## src/hw/fp_mult_pkg.sv

```systemverilog
`default_nettype none

package fp_mult_pkg;

	// ieee-754 double field widths
	localparam int EXP_W  = 11;
	localparam int FRAC_W = 52;
	localparam int MANT_W = FRAC_W + 1;

	localparam int BIAS    = 1023;
	localparam int EXP_INF = 2047;

	// one full double word, sign at the top
	typedef logic [EXP_W+FRAC_W:0] word_t;

	typedef logic [FRAC_W-1:0] frac_t;

	// fraction with the hidden bit in front
	typedef logic [MANT_W-1:0] mant_t;

	// biased exponent with two bits of headroom so that
	// overflow and underflow can be seen before packing
	typedef logic signed [EXP_W+1:0] exp_t;

	typedef logic [2*MANT_W-1:0] prod_t;

	// quiet nan returned for every invalid operation
	localparam word_t QNAN = {
		1'b1,
		{EXP_W{1'b1}},
		1'b1,
		{(FRAC_W-1){1'b0}}
	};

	// depth of the mantissa multiplier register chain
	localparam int DEFAULT_MULT_STAGES = 2;

	// unpack register plus output register
	localparam int FIXED_STAGES = 2;

endpackage

`default_nettype wire

```

## src/hw/fp_mult_if.sv

```systemverilog
`timescale 1ns/100ps
`default_nettype none

// unpacked operands, unpack stage to mantissa multiplier
interface fp_operand_if;
	logic                valid;
	logic                sign;
	fp_mult_pkg::exp_t   exp_sum;
	fp_mult_pkg::mant_t  mant_a;
	fp_mult_pkg::mant_t  mant_b;
	logic                special;
	fp_mult_pkg::word_t  special_z;

	modport src (output valid, sign, exp_sum, mant_a, mant_b, special, special_z);
	modport dst (input valid, sign, exp_sum, mant_a, mant_b, special, special_z);
endinterface


`default_nettype wire

```

## src/hw/fp_unpack.sv

```systemverilog
`timescale 1ns/100ps
`default_nettype none

module fp_unpack (
	input  wire logic                clk,
	input  wire logic                rst,
	input  wire fp_mult_pkg::word_t  a,
	input  wire fp_mult_pkg::word_t  b,
	input  wire logic                in_valid,
	fp_operand_if.src                out
);

	localparam int SIGN_BIT = fp_mult_pkg::EXP_W + fp_mult_pkg::FRAC_W;

	localparam logic [fp_mult_pkg::EXP_W-1:0] EXP_ONES =
		(fp_mult_pkg::EXP_W)'(fp_mult_pkg::EXP_INF);

	logic [fp_mult_pkg::EXP_W-1:0] exp_a;
	logic [fp_mult_pkg::EXP_W-1:0] exp_b;
	fp_mult_pkg::frac_t            frac_a;
	fp_mult_pkg::frac_t            frac_b;
	logic                          nan_a, nan_b;
	logic                          inf_a, inf_b;
	logic                          zero_a, zero_b;
	logic                          sign_z;
	logic                          special;
	fp_mult_pkg::word_t            special_z;
	fp_mult_pkg::exp_t             exp_sum;

	assign exp_a  = a[SIGN_BIT-1:fp_mult_pkg::FRAC_W];
	assign exp_b  = b[SIGN_BIT-1:fp_mult_pkg::FRAC_W];
	assign frac_a = a[fp_mult_pkg::FRAC_W-1:0];
	assign frac_b = b[fp_mult_pkg::FRAC_W-1:0];
	assign sign_z = a[SIGN_BIT] ^ b[SIGN_BIT];

	assign nan_a  = (exp_a == EXP_ONES) && (frac_a != '0);
	assign nan_b  = (exp_b == EXP_ONES) && (frac_b != '0);
	assign inf_a  = (exp_a == EXP_ONES) && (frac_a == '0);
	assign inf_b  = (exp_b == EXP_ONES) && (frac_b == '0);
	// subnormals are flushed, so only the exponent field matters here
	assign zero_a = (exp_a == '0);
	assign zero_b = (exp_b == '0);

	// result exponent before normalization, still biased once
	assign exp_sum = fp_mult_pkg::exp_t'({2'b00, exp_a})
		+ fp_mult_pkg::exp_t'({2'b00, exp_b})
		- fp_mult_pkg::exp_t'(fp_mult_pkg::BIAS);

	// first match wins
	always_comb begin
		special   = 1'b1;
		special_z = '0;
		if (nan_a || nan_b) begin
			special_z = fp_mult_pkg::QNAN;
		end else if ((inf_a && zero_b) || (zero_a && inf_b)) begin
			special_z = fp_mult_pkg::QNAN;
		end else if (inf_a || inf_b) begin
			special_z = {sign_z, EXP_ONES, {fp_mult_pkg::FRAC_W{1'b0}}};
		end else if (zero_a || zero_b) begin
			special_z = {sign_z, {(fp_mult_pkg::EXP_W + fp_mult_pkg::FRAC_W){1'b0}}};
		end else begin
			special = 1'b0;
		end
	end

	always_ff @(posedge clk or posedge rst) begin
		if (rst)
			out.valid <= 1'b0;
		else
			out.valid <= in_valid;
	end

	always_ff @(posedge clk) begin
		if (in_valid) begin
			out.sign      <= sign_z;
			out.exp_sum   <= exp_sum;
			out.mant_a    <= {1'b1, frac_a};
			out.mant_b    <= {1'b1, frac_b};
			out.special   <= special;
			out.special_z <= special_z;
		end
	end

endmodule

`default_nettype wire

```

## src/flat_wrapper.sv

```systemverilog
// flat-port wrapper written by rule: the top's interface ports become plain ports
module fp_unpack_flat 
  (clk, rst, a, b, in_valid, out_valid, out_sign, out_exp_sum, out_mant_a, out_mant_b, out_special, out_special_z);
  fp_operand_if out_i ();
  input  wire logic clk;
  input  wire logic rst;
  input  wire fp_mult_pkg::word_t a;
  input  wire fp_mult_pkg::word_t b;
  input  wire logic in_valid;
  output wire logic [$bits(out_i.valid)-1:0] out_valid;
  output wire logic [$bits(out_i.sign)-1:0] out_sign;
  output wire logic [$bits(out_i.exp_sum)-1:0] out_exp_sum;
  output wire logic [$bits(out_i.mant_a)-1:0] out_mant_a;
  output wire logic [$bits(out_i.mant_b)-1:0] out_mant_b;
  output wire logic [$bits(out_i.special)-1:0] out_special;
  output wire logic [$bits(out_i.special_z)-1:0] out_special_z;
  assign out_valid = out_i.valid;
  assign out_sign = out_i.sign;
  assign out_exp_sum = out_i.exp_sum;
  assign out_mant_a = out_i.mant_a;
  assign out_mant_b = out_i.mant_b;
  assign out_special = out_i.special;
  assign out_special_z = out_i.special_z;
  fp_unpack u_core (.clk(clk), .rst(rst), .a(a), .b(b), .in_valid(in_valid), .out(out_i));
endmodule
```

## config.mk

```make
export PLATFORM = sky130hd
export DESIGN_NAME = fp_unpack_flat
export DESIGN_NICKNAME = d
export VERILOG_FILES = /design/src/hw/fp_mult_pkg.sv /design/src/hw/fp_mult_if.sv /design/src/hw/fp_unpack.sv /design/src/flat_wrapper.sv
export SDC_FILE = /design/constraint.sdc
export NUM_CORES = 1
export LEC_CHECK = 0
export BUFFER_PORTS_ARGS = -buffer_cell sky130_fd_sc_hd__buf_2
export CORE_AREA = 2 2 123 125
export DETAILED_ROUTE_END_ITERATION = 8
export DIE_AREA = 0 0 125 127
export GPL_ROUTABILITY_DRIVEN = 0
export MAX_ROUTING_LAYER = met4
export PLACE_DENSITY_LB_ADDON = 0.15
export SYNTH_ARGS = -nofsm -noshare
export SYNTH_HDL_FRONTEND = slang
export SYNTH_SLANG_ARGS = --single-unit
export TNS_END_PERCENT = 5
```

## constraint.sdc

```tcl
create_clock -name clk -period 1.3 [get_ports clk]
set_input_delay 0.195 -clock clk [delete_from_list [all_inputs] [get_ports clk]]
set_output_delay 0.195 -clock clk [all_outputs]
set_load 0.05 [all_outputs]
```

==> flow_summary.json <==
{
  "drv_cap": 0,
  "synthAdderAreaFrac_pct": 3.17,
  "end_kind": "flop",
  "htree_levels": 4,
  "drtIter0Drc": 284,
  "syn_area_um2": 5360,
  "clk_pin_slew_ns": 0.06,
  "dpl.cell_count": 877,
  "io_buffers": 263,
  "synth-seq-cells": 123,
  "leakagePower_nw": 3.99,
  "crit_fanout": 3,
  "failed_checks": "negative setup slack",
  "die_x_um": 125,
  "critical-path-max-stage-delay_ns": 0.38,
  "coreArea_um2": 14400,
  "holdWs_ns": 0.0532,
  "grt_use_total_pct": 20.4,
  "slew_viol_final": 0,
  "start_kind": "input pin",
  "layout_setup_ws_ns": -0.598,
  "drt_pre_antenna_iters": 4,
  "yosys_warnings": 0,
  "critical-path-slowest-cell": "fa_2",
  "fillCellCount": 1138,
  "cts_tree": "built",
  "rsz0062_at_grt": "true",
  "period_share_pct": 146,
  "ys.flop_type": "edfxtp_1",
  "numCtsBuffers": 17,
  "io_pins": 317,
  "synthTopCellsByArea": "edfxtp_1, buf_4, nor4_1",
  "area_growth_pct": 67.4,
  "synth.most_common_cell": "edfxtp_1",
  "detail_route.wirelength_um": 16400,
  "ys_seq_area_share_pct": 68.8,
  "fin_util_pct": 62.2,
  "final_hold_viol_count": 0,
  "root_buffer": "clkbuf_16",
  "vias": 4536,
  "vias_per_cell": 4.58,
  "drtAntennaViolNets": 0,
  "design_area_um2": 8980,
  "hold_path_class": "input pin to flop",
  "finalSetupTns_ns": -5.78,
  "grt-ovfl-total": 0,
  "status": "complete, but fails checks",
  "synth_commonest_cells": "edfxtp_1, buf_4, nor4_1",
  "post_drt_wl_per_cell_um": 16.5,
  "syn_area_per_cell_um2": 15.1,
  "die_h_um": 127,
  "grt_pass1_wl_um": 24300,
  "power_mw": 13.3,
  "synth_top_area_share_pct": 68.3,
  "cpLargestDelayFamily": "simple AND/OR/NAND/NOR gates",
  "synthDistinctLibCells": 44,
  "grt_pass1_vias": 4665,
  "cp.arrival_ns": 2.06,
  "num_rows": 44,
  "layout-drive-gt1-share_pct": 51.9,
  "dpl_cell_area_um2": 7370,
  "synth_compound_area_share_pct": 4.41,
  "diodes": 0,
  "synth-edff-count": 122,
  "async_reset_ff_share_pct": 0.813,
  "route.detailed.drc": 0,
  "setup_violations": 22,
  "grt_max_degree": 41,
  "syn_inst": 355,
  "synth-xor-area-share_pct": 3.50,
  "fin_crit_ns": 1.90,
  "initial_core_util_pct": 37.2,
  "place_hpwl_um": 12200,
  "cp_common_cell": "nand2b_4",
  "cp.buffers_inverters": 3,
  "synth-simple-area-share_pct": 10.5,
  "die_area_um2": 15900,
  "path_cells": "buf_8, ha_4, inv_2, fa_2, nand2b_4, nand2b_4, a211oi_4, buf_6, nor4b_4, nand4_1, nor2_2, xor2_1",
  "synth_mux_area_share_pct": 0,
  "pre_cts_ws_ns": -1.13,
  "crit_type": "input pin to flop",
  "required_ns": 1.46,
  "finalNonFillerCells": 991,
  "clock_sinks": 123,
  "ir_worst_vdd_mv": 0.890,
  "fmax_mhz": 527,
  "fin_nets": 938,
  "clockBufferDepth": 2,
  "power_density_nw_per_um2": 1480,
  "synth_top_family_by_area": "simple AND/OR/NAND/NOR gates",
  "antenna_found_initial": 0,
  "post-synth-top-area-cell": "edfxtp_1"
}
==> what timing repair did <==
item                                   in CTS  in global routing
gates resized for setup                    17                 12
hold buffers                               79                  1
setup endpoints to repair                  23                 23
buffers inserted                            1                  1
endpoints found under the hold margin      79                  1
pin swaps                                  13                 12
==> layout make-up <==
type / count / area [um2] / share of cell area, %
multi-input combinational: 211 / 1550 / 17.3
clock inverter: 14 / 194 / 2.16
clock buffer: 18 / 429 / 4.78
tap: 184 / 230 / 2.56
timing repair buffer: 432 / 2850 / 31.7
sequential: 123 / 3690 / 41.1
inverter: 9 / 33.8 / 0.376
==> registers in the layout, summed over array words and instances, names as in the netlist <==
| register | cells |
|---|---|
| u_core.out.exp_sum | 13 |
| u_core.out.mant_a | 52 |
| u_core.out.valid | 1 |
| u_core.out.special_z | 3 |
| u_core.out.special | 1 |
| u_core.out.sign | 1 |
| u_core.out.mant_b | 52 |
==> routing by layer <==
| layer | global-route usage (%) | up-vias | routed length [um] |
|---|---|---|---|
| met5 | - | - | 0 |
| met4 | 6.73 | 0 | 367 |
| met3 | 5.90 | 27 | 1290 |
| met2 | 35.8 | 218 | 8760 |
| met1 | 22.3 | 2152 | 5980 |
| li1 | - | 2139 | - |
==> layout by cell type (no fill, tap or decap), types with 3 or more instances in the layout <==
cell	Yosys	routed
buf_2	0	260
edfxtp_1	122	122
buf_4	63	86
dlygate4sd3_1	0	80
conb_1	2	53
nor4_1	32	23
clkbuf_16	0	17
nand2_1	14	12
nand4_1	12	12
ha_1	12	11
nor2_1	10	9
inv_1	9	8
xnor2_1	8	8
a21oi_1	7	7
xor2_1	6	6
nor4_4	0	6
nand3_1	6	5
nand2b_1	7	5
xnor2_2	4	4
nor3_1	4	4
clkinvlp_4	0	4
bufinv_16	0	4
nor4_2	0	3
buf_12	0	3
==> path summary, 6_finish.rpt <==
check,from,cells after the start,to
setup / recovery,a[52],12,u_core.out.exp_sum[10]$_DFFE_PP_
hold / removal,a[42],1,u_core.out.mant_a[42]$_DFFE_PP_
max in group asynchronous,rst,3,u_core.out.valid$_DFF_PP0_
min in group asynchronous,rst,3,u_core.out.valid$_DFF_PP0_
==> where the power goes <==
part | switching [mW] | internal (mW) | leakage, nW
logic | 2.41 | 1.04 | 2.50
clock network | 1.75 | 3.21 | 0.291
registers | 0.0998 | 4.77 | 1.20
==> cells by family (layout without fill, tap and decap cells) <==
| group | Yosys count | count (layout) |
|---|---|---|
| adders and majority gates | 13 | 13 |
| other | 2 | 53 |
| AOI/OAI and AO/OA | 30 | 30 |
| buffers and inverters | 72 | 473 |
| DFF | 123 | 123 |
| xor gates and xnor gates | 18 | 18 |
| and+or+nand+nor | 97 | 97 |
(Power assumes the default switching activity.)
