### config.mk
export PLATFORM = sky130hd
export DESIGN_NAME = fp_round_pack_flat
export DESIGN_NICKNAME = d
export VERILOG_FILES = /design/src/hw/fp_mult_pkg.sv /design/src/hw/fp_mult_if.sv /design/src/hw/fp_round_pack.sv /design/src/flat_wrapper.sv
export SDC_FILE = /design/constraint.sdc
export NUM_CORES = 1
export LEC_CHECK = 0
export ABC_AREA = 1
export BUFFER_PORTS_ARGS = -buffer_cell sky130_fd_sc_hd__buf_4
export CORE_UTILIZATION = 54
export CTS_CLUSTER_SIZE = 25
export DETAILED_ROUTE_END_ITERATION = 8
export GPL_TIMING_DRIVEN = 1
export PLACE_DENSITY = 0.88
export SYNTH_ARGS = -nofsm -noshare
export SYNTH_HDL_FRONTEND = slang
export SYNTH_SLANG_ARGS = --single-unit
### constraint.sdc
create_clock -name clk -period 0.8 [get_ports clk]
set_input_delay 0 -clock clk [delete_from_list [all_inputs] [get_ports clk]]
set_output_delay 0 -clock clk [all_outputs]
set_load 0.005 [all_outputs]
### src/hw/fp_mult_pkg.sv
`default_nettype none

package fp_mult_pkg;

	// ieee-754 double field widths
	localparam int EXP_W  = 11;
	localparam int FRAC_W = 52;
	localparam int MANT_W = FRAC_W + 1;

	localparam int BIAS    = 1023;
	localparam int EXP_INF = 2047;

	// one full double word, sign at the top
	typedef logic [EXP_W+FRAC_W:0] word_t;

	typedef logic [FRAC_W-1:0] frac_t;

	// fraction with the hidden bit in front
	typedef logic [MANT_W-1:0] mant_t;

	// biased exponent with two bits of headroom so that
	// overflow and underflow can be seen before packing
	typedef logic signed [EXP_W+1:0] exp_t;

	typedef logic [2*MANT_W-1:0] prod_t;

	// quiet nan returned for every invalid operation
	localparam word_t QNAN = {
		1'b1,
		{EXP_W{1'b1}},
		1'b1,
		{(FRAC_W-1){1'b0}}
	};

	// depth of the mantissa multiplier register chain
	localparam int DEFAULT_MULT_STAGES = 2;

	// unpack register plus output register
	localparam int FIXED_STAGES = 2;

endpackage

`default_nettype wire

### src/hw/fp_mult_if.sv
`timescale 1ns/100ps
`default_nettype none


// raw product, mantissa multiplier to round and pack
interface fp_product_if;
	logic                valid;
	logic                sign;
	fp_mult_pkg::exp_t   exp_sum;
	fp_mult_pkg::prod_t  product;
	logic                special;
	fp_mult_pkg::word_t  special_z;

	modport src (output valid, sign, exp_sum, product, special, special_z);
	modport dst (input valid, sign, exp_sum, product, special, special_z);
endinterface

`default_nettype wire

### src/hw/fp_round_pack.sv
`timescale 1ns/100ps
`default_nettype none

module fp_round_pack (
	input  wire logic            clk,
	input  wire logic            rst,
	fp_product_if.dst            in,
	output fp_mult_pkg::word_t   z,
	output logic                 valid_out
);

	// product msb, set when the mantissa product is 2.0 or more
	localparam int TOP = 2 * fp_mult_pkg::MANT_W - 1;

	localparam logic [fp_mult_pkg::EXP_W-1:0] EXP_ONES =
		(fp_mult_pkg::EXP_W)'(fp_mult_pkg::EXP_INF);

	fp_mult_pkg::prod_t              prod_n;
	fp_mult_pkg::mant_t              mant;
	logic                            guard;
	logic                            rnd;
	logic                            sticky;
	logic                            round_up;
	logic [fp_mult_pkg::MANT_W:0]    mant_rnd;
	fp_mult_pkg::exp_t               exp_norm;
	fp_mult_pkg::exp_t               exp_final;
	logic                            overflow;
	logic                            flush;
	fp_mult_pkg::word_t              z_next;

	// one-bit normalize, the leading one always ends up at TOP
	always_comb begin
		if (in.product[TOP]) begin
			prod_n   = in.product;
			exp_norm = in.exp_sum + fp_mult_pkg::exp_t'(1);
		end else begin
			prod_n   = in.product << 1;
			exp_norm = in.exp_sum;
		end
	end

	assign mant   = prod_n[TOP -: fp_mult_pkg::MANT_W];
	assign guard  = prod_n[TOP - fp_mult_pkg::MANT_W];
	assign rnd    = prod_n[TOP - fp_mult_pkg::MANT_W - 1];
	assign sticky = |prod_n[TOP - fp_mult_pkg::MANT_W - 2:0];

	// nearest even: ties go up only when the lsb is odd
	assign round_up = guard & (rnd | sticky | mant[0]);

	assign mant_rnd = {1'b0, mant} + (fp_mult_pkg::MANT_W + 1)'(round_up);

	// carry out of the mantissa leaves 1.000..., so only the exponent moves
	assign exp_final = exp_norm
		+ fp_mult_pkg::exp_t'({1'b0, mant_rnd[fp_mult_pkg::MANT_W]});

	assign flush    = (exp_norm <= fp_mult_pkg::exp_t'(0));
	assign overflow = (exp_final >= fp_mult_pkg::exp_t'(fp_mult_pkg::EXP_INF));

	always_comb begin
		if (in.special) begin
			z_next = in.special_z;
		end else if (flush) begin
			z_next = {in.sign, {(fp_mult_pkg::EXP_W + fp_mult_pkg::FRAC_W){1'b0}}};
		end else if (overflow) begin
			z_next = {in.sign, EXP_ONES, {fp_mult_pkg::FRAC_W{1'b0}}};
		end else begin
			z_next = {
				in.sign,
				exp_final[fp_mult_pkg::EXP_W-1:0],
				mant_rnd[fp_mult_pkg::FRAC_W-1:0]
			};
		end
	end

	always_ff @(posedge clk or posedge rst) begin
		if (rst)
			valid_out <= 1'b0;
		else
			valid_out <= in.valid;
	end

	// z holds its value between results
	always_ff @(posedge clk) begin
		if (in.valid)
			z <= z_next;
	end

endmodule

`default_nettype wire

### src/flat_wrapper.sv
// flat-port wrapper written by rule: the top's interface ports become plain ports
module fp_round_pack_flat 
  (clk, rst, z, valid_out, in_valid, in_sign, in_exp_sum, in_product, in_special, in_special_z);
  fp_product_if in_i ();
  input  wire logic clk;
  input  wire logic rst;
  output fp_mult_pkg::word_t z;
  output logic valid_out;
  input wire logic [$bits(in_i.valid)-1:0] in_valid;
  input wire logic [$bits(in_i.sign)-1:0] in_sign;
  input wire logic [$bits(in_i.exp_sum)-1:0] in_exp_sum;
  input wire logic [$bits(in_i.product)-1:0] in_product;
  input wire logic [$bits(in_i.special)-1:0] in_special;
  input wire logic [$bits(in_i.special_z)-1:0] in_special_z;
  assign in_i.valid = in_valid;
  assign in_i.sign = in_sign;
  assign in_i.exp_sum = in_exp_sum;
  assign in_i.product = in_product;
  assign in_i.special = in_special;
  assign in_i.special_z = in_special_z;
  fp_round_pack u_core (.clk(clk), .rst(rst), .in(in_i), .z(z), .valid_out(valid_out));
endmodule
==> results by group, run 1 <==
Logic synthesis
  • Post-Syn Nets: 1122
  • Gate Count Post-Synth: 930
  • Post-Synthesis Cell Area: 6133 um^2
  • Seq/Total Area, Yosys: 31.74%
  • Yosys warnings: 0
  • Syn Area/Cell: 6.595 um^2
  • Synth cell types: 42
  • #FFs+latches synth: 65

Run status
  • Stopping stage: 4_1_cts
  • Error message: [ERROR DPL-0038] Utilization greater than 100%, impossible to legalize
  • Outcome: stopped before the end

Clock tree
  • Post-CTS Setup Inserts: 72
  • Number of hold buffers added after CTS: 63
  • Htree depth: 3
  • CTS buffer count: 9
  • # resized after CTS: 85
  • Clock Path Buffers: 2
  • Root Buffer: clkbuf_16
  • Sink Count: 65

Die
  • Top-level I/O count: 253
  • Row Count: 38
  • DIE HEIGHT: 108.6 um
  • Starting density of the core: 56.09%
  • Die width: 108.6 um

Place
  • IO buf count: 252
  • Dpl hpwl: 20340 um
  • Dpl ws: -2829 ps
  • Placer congestion estimate: 1.060
==> through the flow <==
step / cell area [um^2] / TNS, ps / std cells
after floorplan: 6233 / -145830 / 930
after detailed placement: 9557 / -174190 / 1478
after global placement: 9557 / -163790 / 1478
==> logic make-up after synthesis <==
family          synth area share (%)
compound gates                 5.671
xor+xnor                       7.405
fa+ha+maj                     0.8160
buf+inv                        9.262
flops                          31.74
mux                           0.3264
simple gates                   44.78
==> cell usage after synthesis <==
library cell | number | area, um^2
a2111oi_0 | 1 | 8.760
a21oi_1 | 4 | 20.02
and2_0 | 2 | 12.51
and3_1 | 2 | 12.51
buf_2 | 2 | 10.01
buf_4 | 8 | 60.06
buf_6 | 8 | 90.09
buf_8 | 2 | 30.03
clkbuf_1 | 11 | 41.29
dfrtp_1 | 1 | 25.02
edfxtp_1 | 64 | 1922
ha_1 | 4 | 50.05
inv_1 | 87 | 326.6
inv_2 | 1 | 3.750
inv_4 | 1 | 6.260
mux2i_1 | 2 | 20.02
nand2_1 | 353 | 1325
nand2_2 | 8 | 50.05
nand2_4 | 2 | 22.52
nand3_1 | 54 | 270.3
nand3_2 | 2 | 20.02
nand3b_1 | 6 | 45.04
nand4_1 | 14 | 87.58
nand4_4 | 1 | 21.27
nor2_1 | 119 | 446.7
nor2_2 | 11 | 68.82
nor2_4 | 4 | 45.04
nor3_1 | 13 | 65.06
nor3_2 | 4 | 40.04
nor3_4 | 1 | 16.27
nor3b_1 | 3 | 22.52
nor4_1 | 15 | 93.84
o211ai_1 | 1 | 7.510
o21ai_0 | 32 | 160.2
o21ai_1 | 13 | 65.06
o21ai_2 | 9 | 78.83
o21bai_1 | 1 | 7.510
or2_1 | 2 | 12.51
or2_2 | 11 | 68.82
xnor2_1 | 18 | 157.7
xor2_1 | 32 | 280.3
xor2_2 | 1 | 16.27
==> run 2: changes to the inputs <==
--- a/config.mk
+++ b/config.mk
@@ -7,11 +7,10 @@
 export LEC_CHECK = 0
 export ABC_AREA = 1
 export BUFFER_PORTS_ARGS = -buffer_cell sky130_fd_sc_hd__buf_4
-export CORE_UTILIZATION = 54
-export CTS_CLUSTER_SIZE = 25
+export CORE_UTILIZATION = 40
 export DETAILED_ROUTE_END_ITERATION = 8
 export GPL_TIMING_DRIVEN = 1
-export PLACE_DENSITY = 0.88
+export PLACE_DENSITY_LB_ADDON = 0.15
 export SYNTH_ARGS = -nofsm -noshare
 export SYNTH_HDL_FRONTEND = slang
 export SYNTH_SLANG_ARGS = --single-unit
==> run 2 against run 1 <==
  * The flow now finishes, with violations (negative setup slack)
  * Synthesized cell count is the same
  * Area after synthesis is the same
==> results by group, run 2 <==
Die
  • Row Count: 44
  • Top-level I/O count: 253
  • Die width: 125.8 um
  • Die Area: 15830 um^2
  • Core Region: 14750 um^2
  • Starting density of the core: 41.57%
  • DIE HEIGHT: 125.8 um

Layout
  • Biggest regs: u_core.z x64, u_core.valid_out x1
  • Commonest non-fill, non-tap cells in the layout: buf_4, nand2_1, nor2_1
  • Commonest non-fill, non-tap cell in the layout: buf_4
  • Post-route cell area: 11340 um^2
  • Fin nets: 1631
  • P&R area growth vs syn: 84.92%
  • Finished Layout Cells: 1633
  • Largest Register: u_core.z
  • Filler cell count: 1110
  • Max reg flops: 64
  • Layout cells sized above 1: 42.11%

Drt
  • Residual DRC: 0
  • Vias after detailed routing: 8201
  • Antenna viol nets, final: 0
  • Routed wire length: 26770 um
  • DRT Pass-1 Iters: 5
  • WL/cell: 16.39 um
  • DR iter-0 viols: 710
  • Vias per inst: 5.022

Run status
  • Failing checks: negative setup slack
  • Outcome: finished, violations left

GRT
  • Largest net degree at the start of global routing: 65
  • Total grt overflow: 0
  • First-pass GRT wire length: 37340 um
  • Number of global-route vias before repair: 7753
  • Global Route Usage Sum: 30.14%
  • Initial antenna violation count: 5

Logic synthesis
  • Post-Synthesis Cell Area: 6133 um^2
  • Post-synth top area cell: edfxtp_1
  • Main synth FF type: edfxtp_1
  • Post-synth ARST share: 1.538%
  • Yosys top cell area share: 31.33%
  • Synth top cells by count: nand2_1, nor2_1, inv_1
  • Number of synthesized flops with an enable pin: 64
  • Synth top area cells: edfxtp_1, nand2_1, nor2_1
  • Gate Count Post-Synth: 930
  • Seq/Total Area, Yosys: 31.74%
  • Yosys warnings: 0
  • Syn Area/Cell: 6.595 um^2
  • Post-Syn Nets: 1122
  • Synth cell types: 42
  • #FFs+latches synth: 65
  • Count leader, synth: nand2_1

Setup path
  • CP startpoint kind: input port
  • Crit end category: register
  • WP data arrival: 3190 ps
  • CP Class: in -> reg
  • CP Max Fanout: 16
  • Worst Path Required: 900 ps

Timing
  • Slew HR: 54.52%
  • Max Clk Rate: 323.8 MHz
  • Final Max Slew Viols: 0
  • Setup repair after global routing missed its margin: true
  • Worst Tran Pin Value: 682.2 ps
  • Setup ws final: -2288 ps
  • Fin crit period: 3088 ps
  • Fin. Hold Viols: 0
  • Final period util: 386.0%
  • Fin Setup TNS: -145040 ps
  • Count of final setup violators: 128
  • Hold Slack: 48.95 ps

Clock tree
  • Clock-pin slew on the worst setup and hold paths: 60 ps
  • Clock Path Buffers: 2
  • CTS tree: built
  • CTS buffer count: 9
  • Htree depth: 3
  • Sink Count: 65
  • Root Buffer: clkbuf_16

Place
  • Placer congestion estimate: 0.9693
  • Cell Area, Placed: 9597 um^2
  • IO buf count: 252
  • Dpl hpwl: 18450 um
  • Placed cells: 1525

Power
  • Pwr Density: 1153 nW/um^2
  • Clk pwr share: 30.9%
  • Net Switching: 3.879 mW
  • Comb pwr share: 36.7%
  • P_leak: 5.557 nW
  • Cell Int Power: 9.197 mW
  • Sequential Power Share: 32.4%
  • Max VDD drop: 1010 uV
  • Sw Share: 29.66%

Min path
  • Hold WC Path Type: in -> async

Run
  • Maxcap violations: 0
-- run 2: power groups by stage --
| stage | Combinational, mW | Sequential [mW] | Clock (mW) |
|---|---|---|---|
| 2_1_floorplan | 1.53 | 4.31 | 0 |
| 3_3_place_gp | 3.88 | 4.27 | 0 |
| 3_5_place_dp | 3.92 | 4.28 | 0 |
| 4_1_cts | 4.22 | 4.21 | 4.04 |
| 5_1_grt | 5.14 | 4.26 | 4.19 |
| 6_report | 4.79 | 4.24 | 4.04 |
-- run 2: critical path: stages --
cell       delay (ps)
buf_16            140
clkinv_16          90
o21ai_4           150
nand2_2            90
nor2_4            150
nand2_2           100
nor2_4            140
nand2_2            90
nor3_4            140
nand2_2            90
nor4_4            170
ha_2              280
ha_4              150
nand2_2            50
inv_2              50
nand2_2            60
nor2_4            120
nand3_4           100
nor3_4            190
nand2_1           100
nand2_1           100
nand2_2           110
nand2_8           160
buf_6             140
nand2_1            50
nand2_1            80
nand2_1            60
-- run 2: kinds of logic (layout without fill, tap and decap cells) --
logic type,count (synthesis),count (layout),synth area share (%)
compound gates,61,61,5.671
other cells,0,5,0
xor+xnor,51,51,7.405
mux,2,2,0.3264
flops,65,65,31.74
fa+ha+maj,4,4,0.8160
buf+inv,120,634,9.262
simple gates,627,627,44.78
-- run 2: worst max-delay path by stage --
stage	from	to	slack (ps)	cells past startpoint
final	in_product[105]	u_core.z[54]	-2290	27
after global routing	in_product[105]	u_core.z[13]	-2580	27
after CTS	in_product[105]	u_core.z[24]	-2230	27
after detailed placement	in_product[105]	u_core.z[24]	-2870	23
after global placement	in_product[105]	u_core.z[13]	-2730	27
after floorplan	in_product[105]	u_core.z[26]	-2340	27
-- run 2: per-stage QoR --
stage	utilization (%)	power [mW]	setup slack, ps
after floorplan	-	5.835	-2337
after global placement	65.04	8.152	-2729
after detailed placement	65.04	8.196	-2871
after CTS	71.93	12.47	-2230
after global routing	76.87	13.59	-2576
final	76.87	13.08	-2288
-- run 2: layer usage --
layer	wire length, um	vias up	track usage (%)
met1	10100	3715	35.08
met2	13360	400	52.84
met4	1229	0	14.74
li1	-	4004	-
met5	0	-	0
met3	2075	82	6.160
-- run 2: what timing repair did --
item | in CTS | in global routing
cloned | 0 | 8
pin swaps | 4 | 22
resized for setup | 12 | 113
hold buffers | 66 | 0
setup buffers | 1 | 12
hold endpoints to repair | 65 | 0
setup endpoints to repair | 128 | 128
-- run 2: area by class of cell --
class	count	area, um^2	area share (%)
antenna	5	12.51	0.1103
clock buffer	11	242.7	2.140
clock inverter	5	55.05	0.4854
inverter	89	360.3	3.177
multi-input combinational	745	4028	35.51
sequential	65	1947	17.16
tap	184	230.2	2.030
timing repair buffer	529	4467	39.38
No activity file was read; power rests on OpenSTA's default activity.
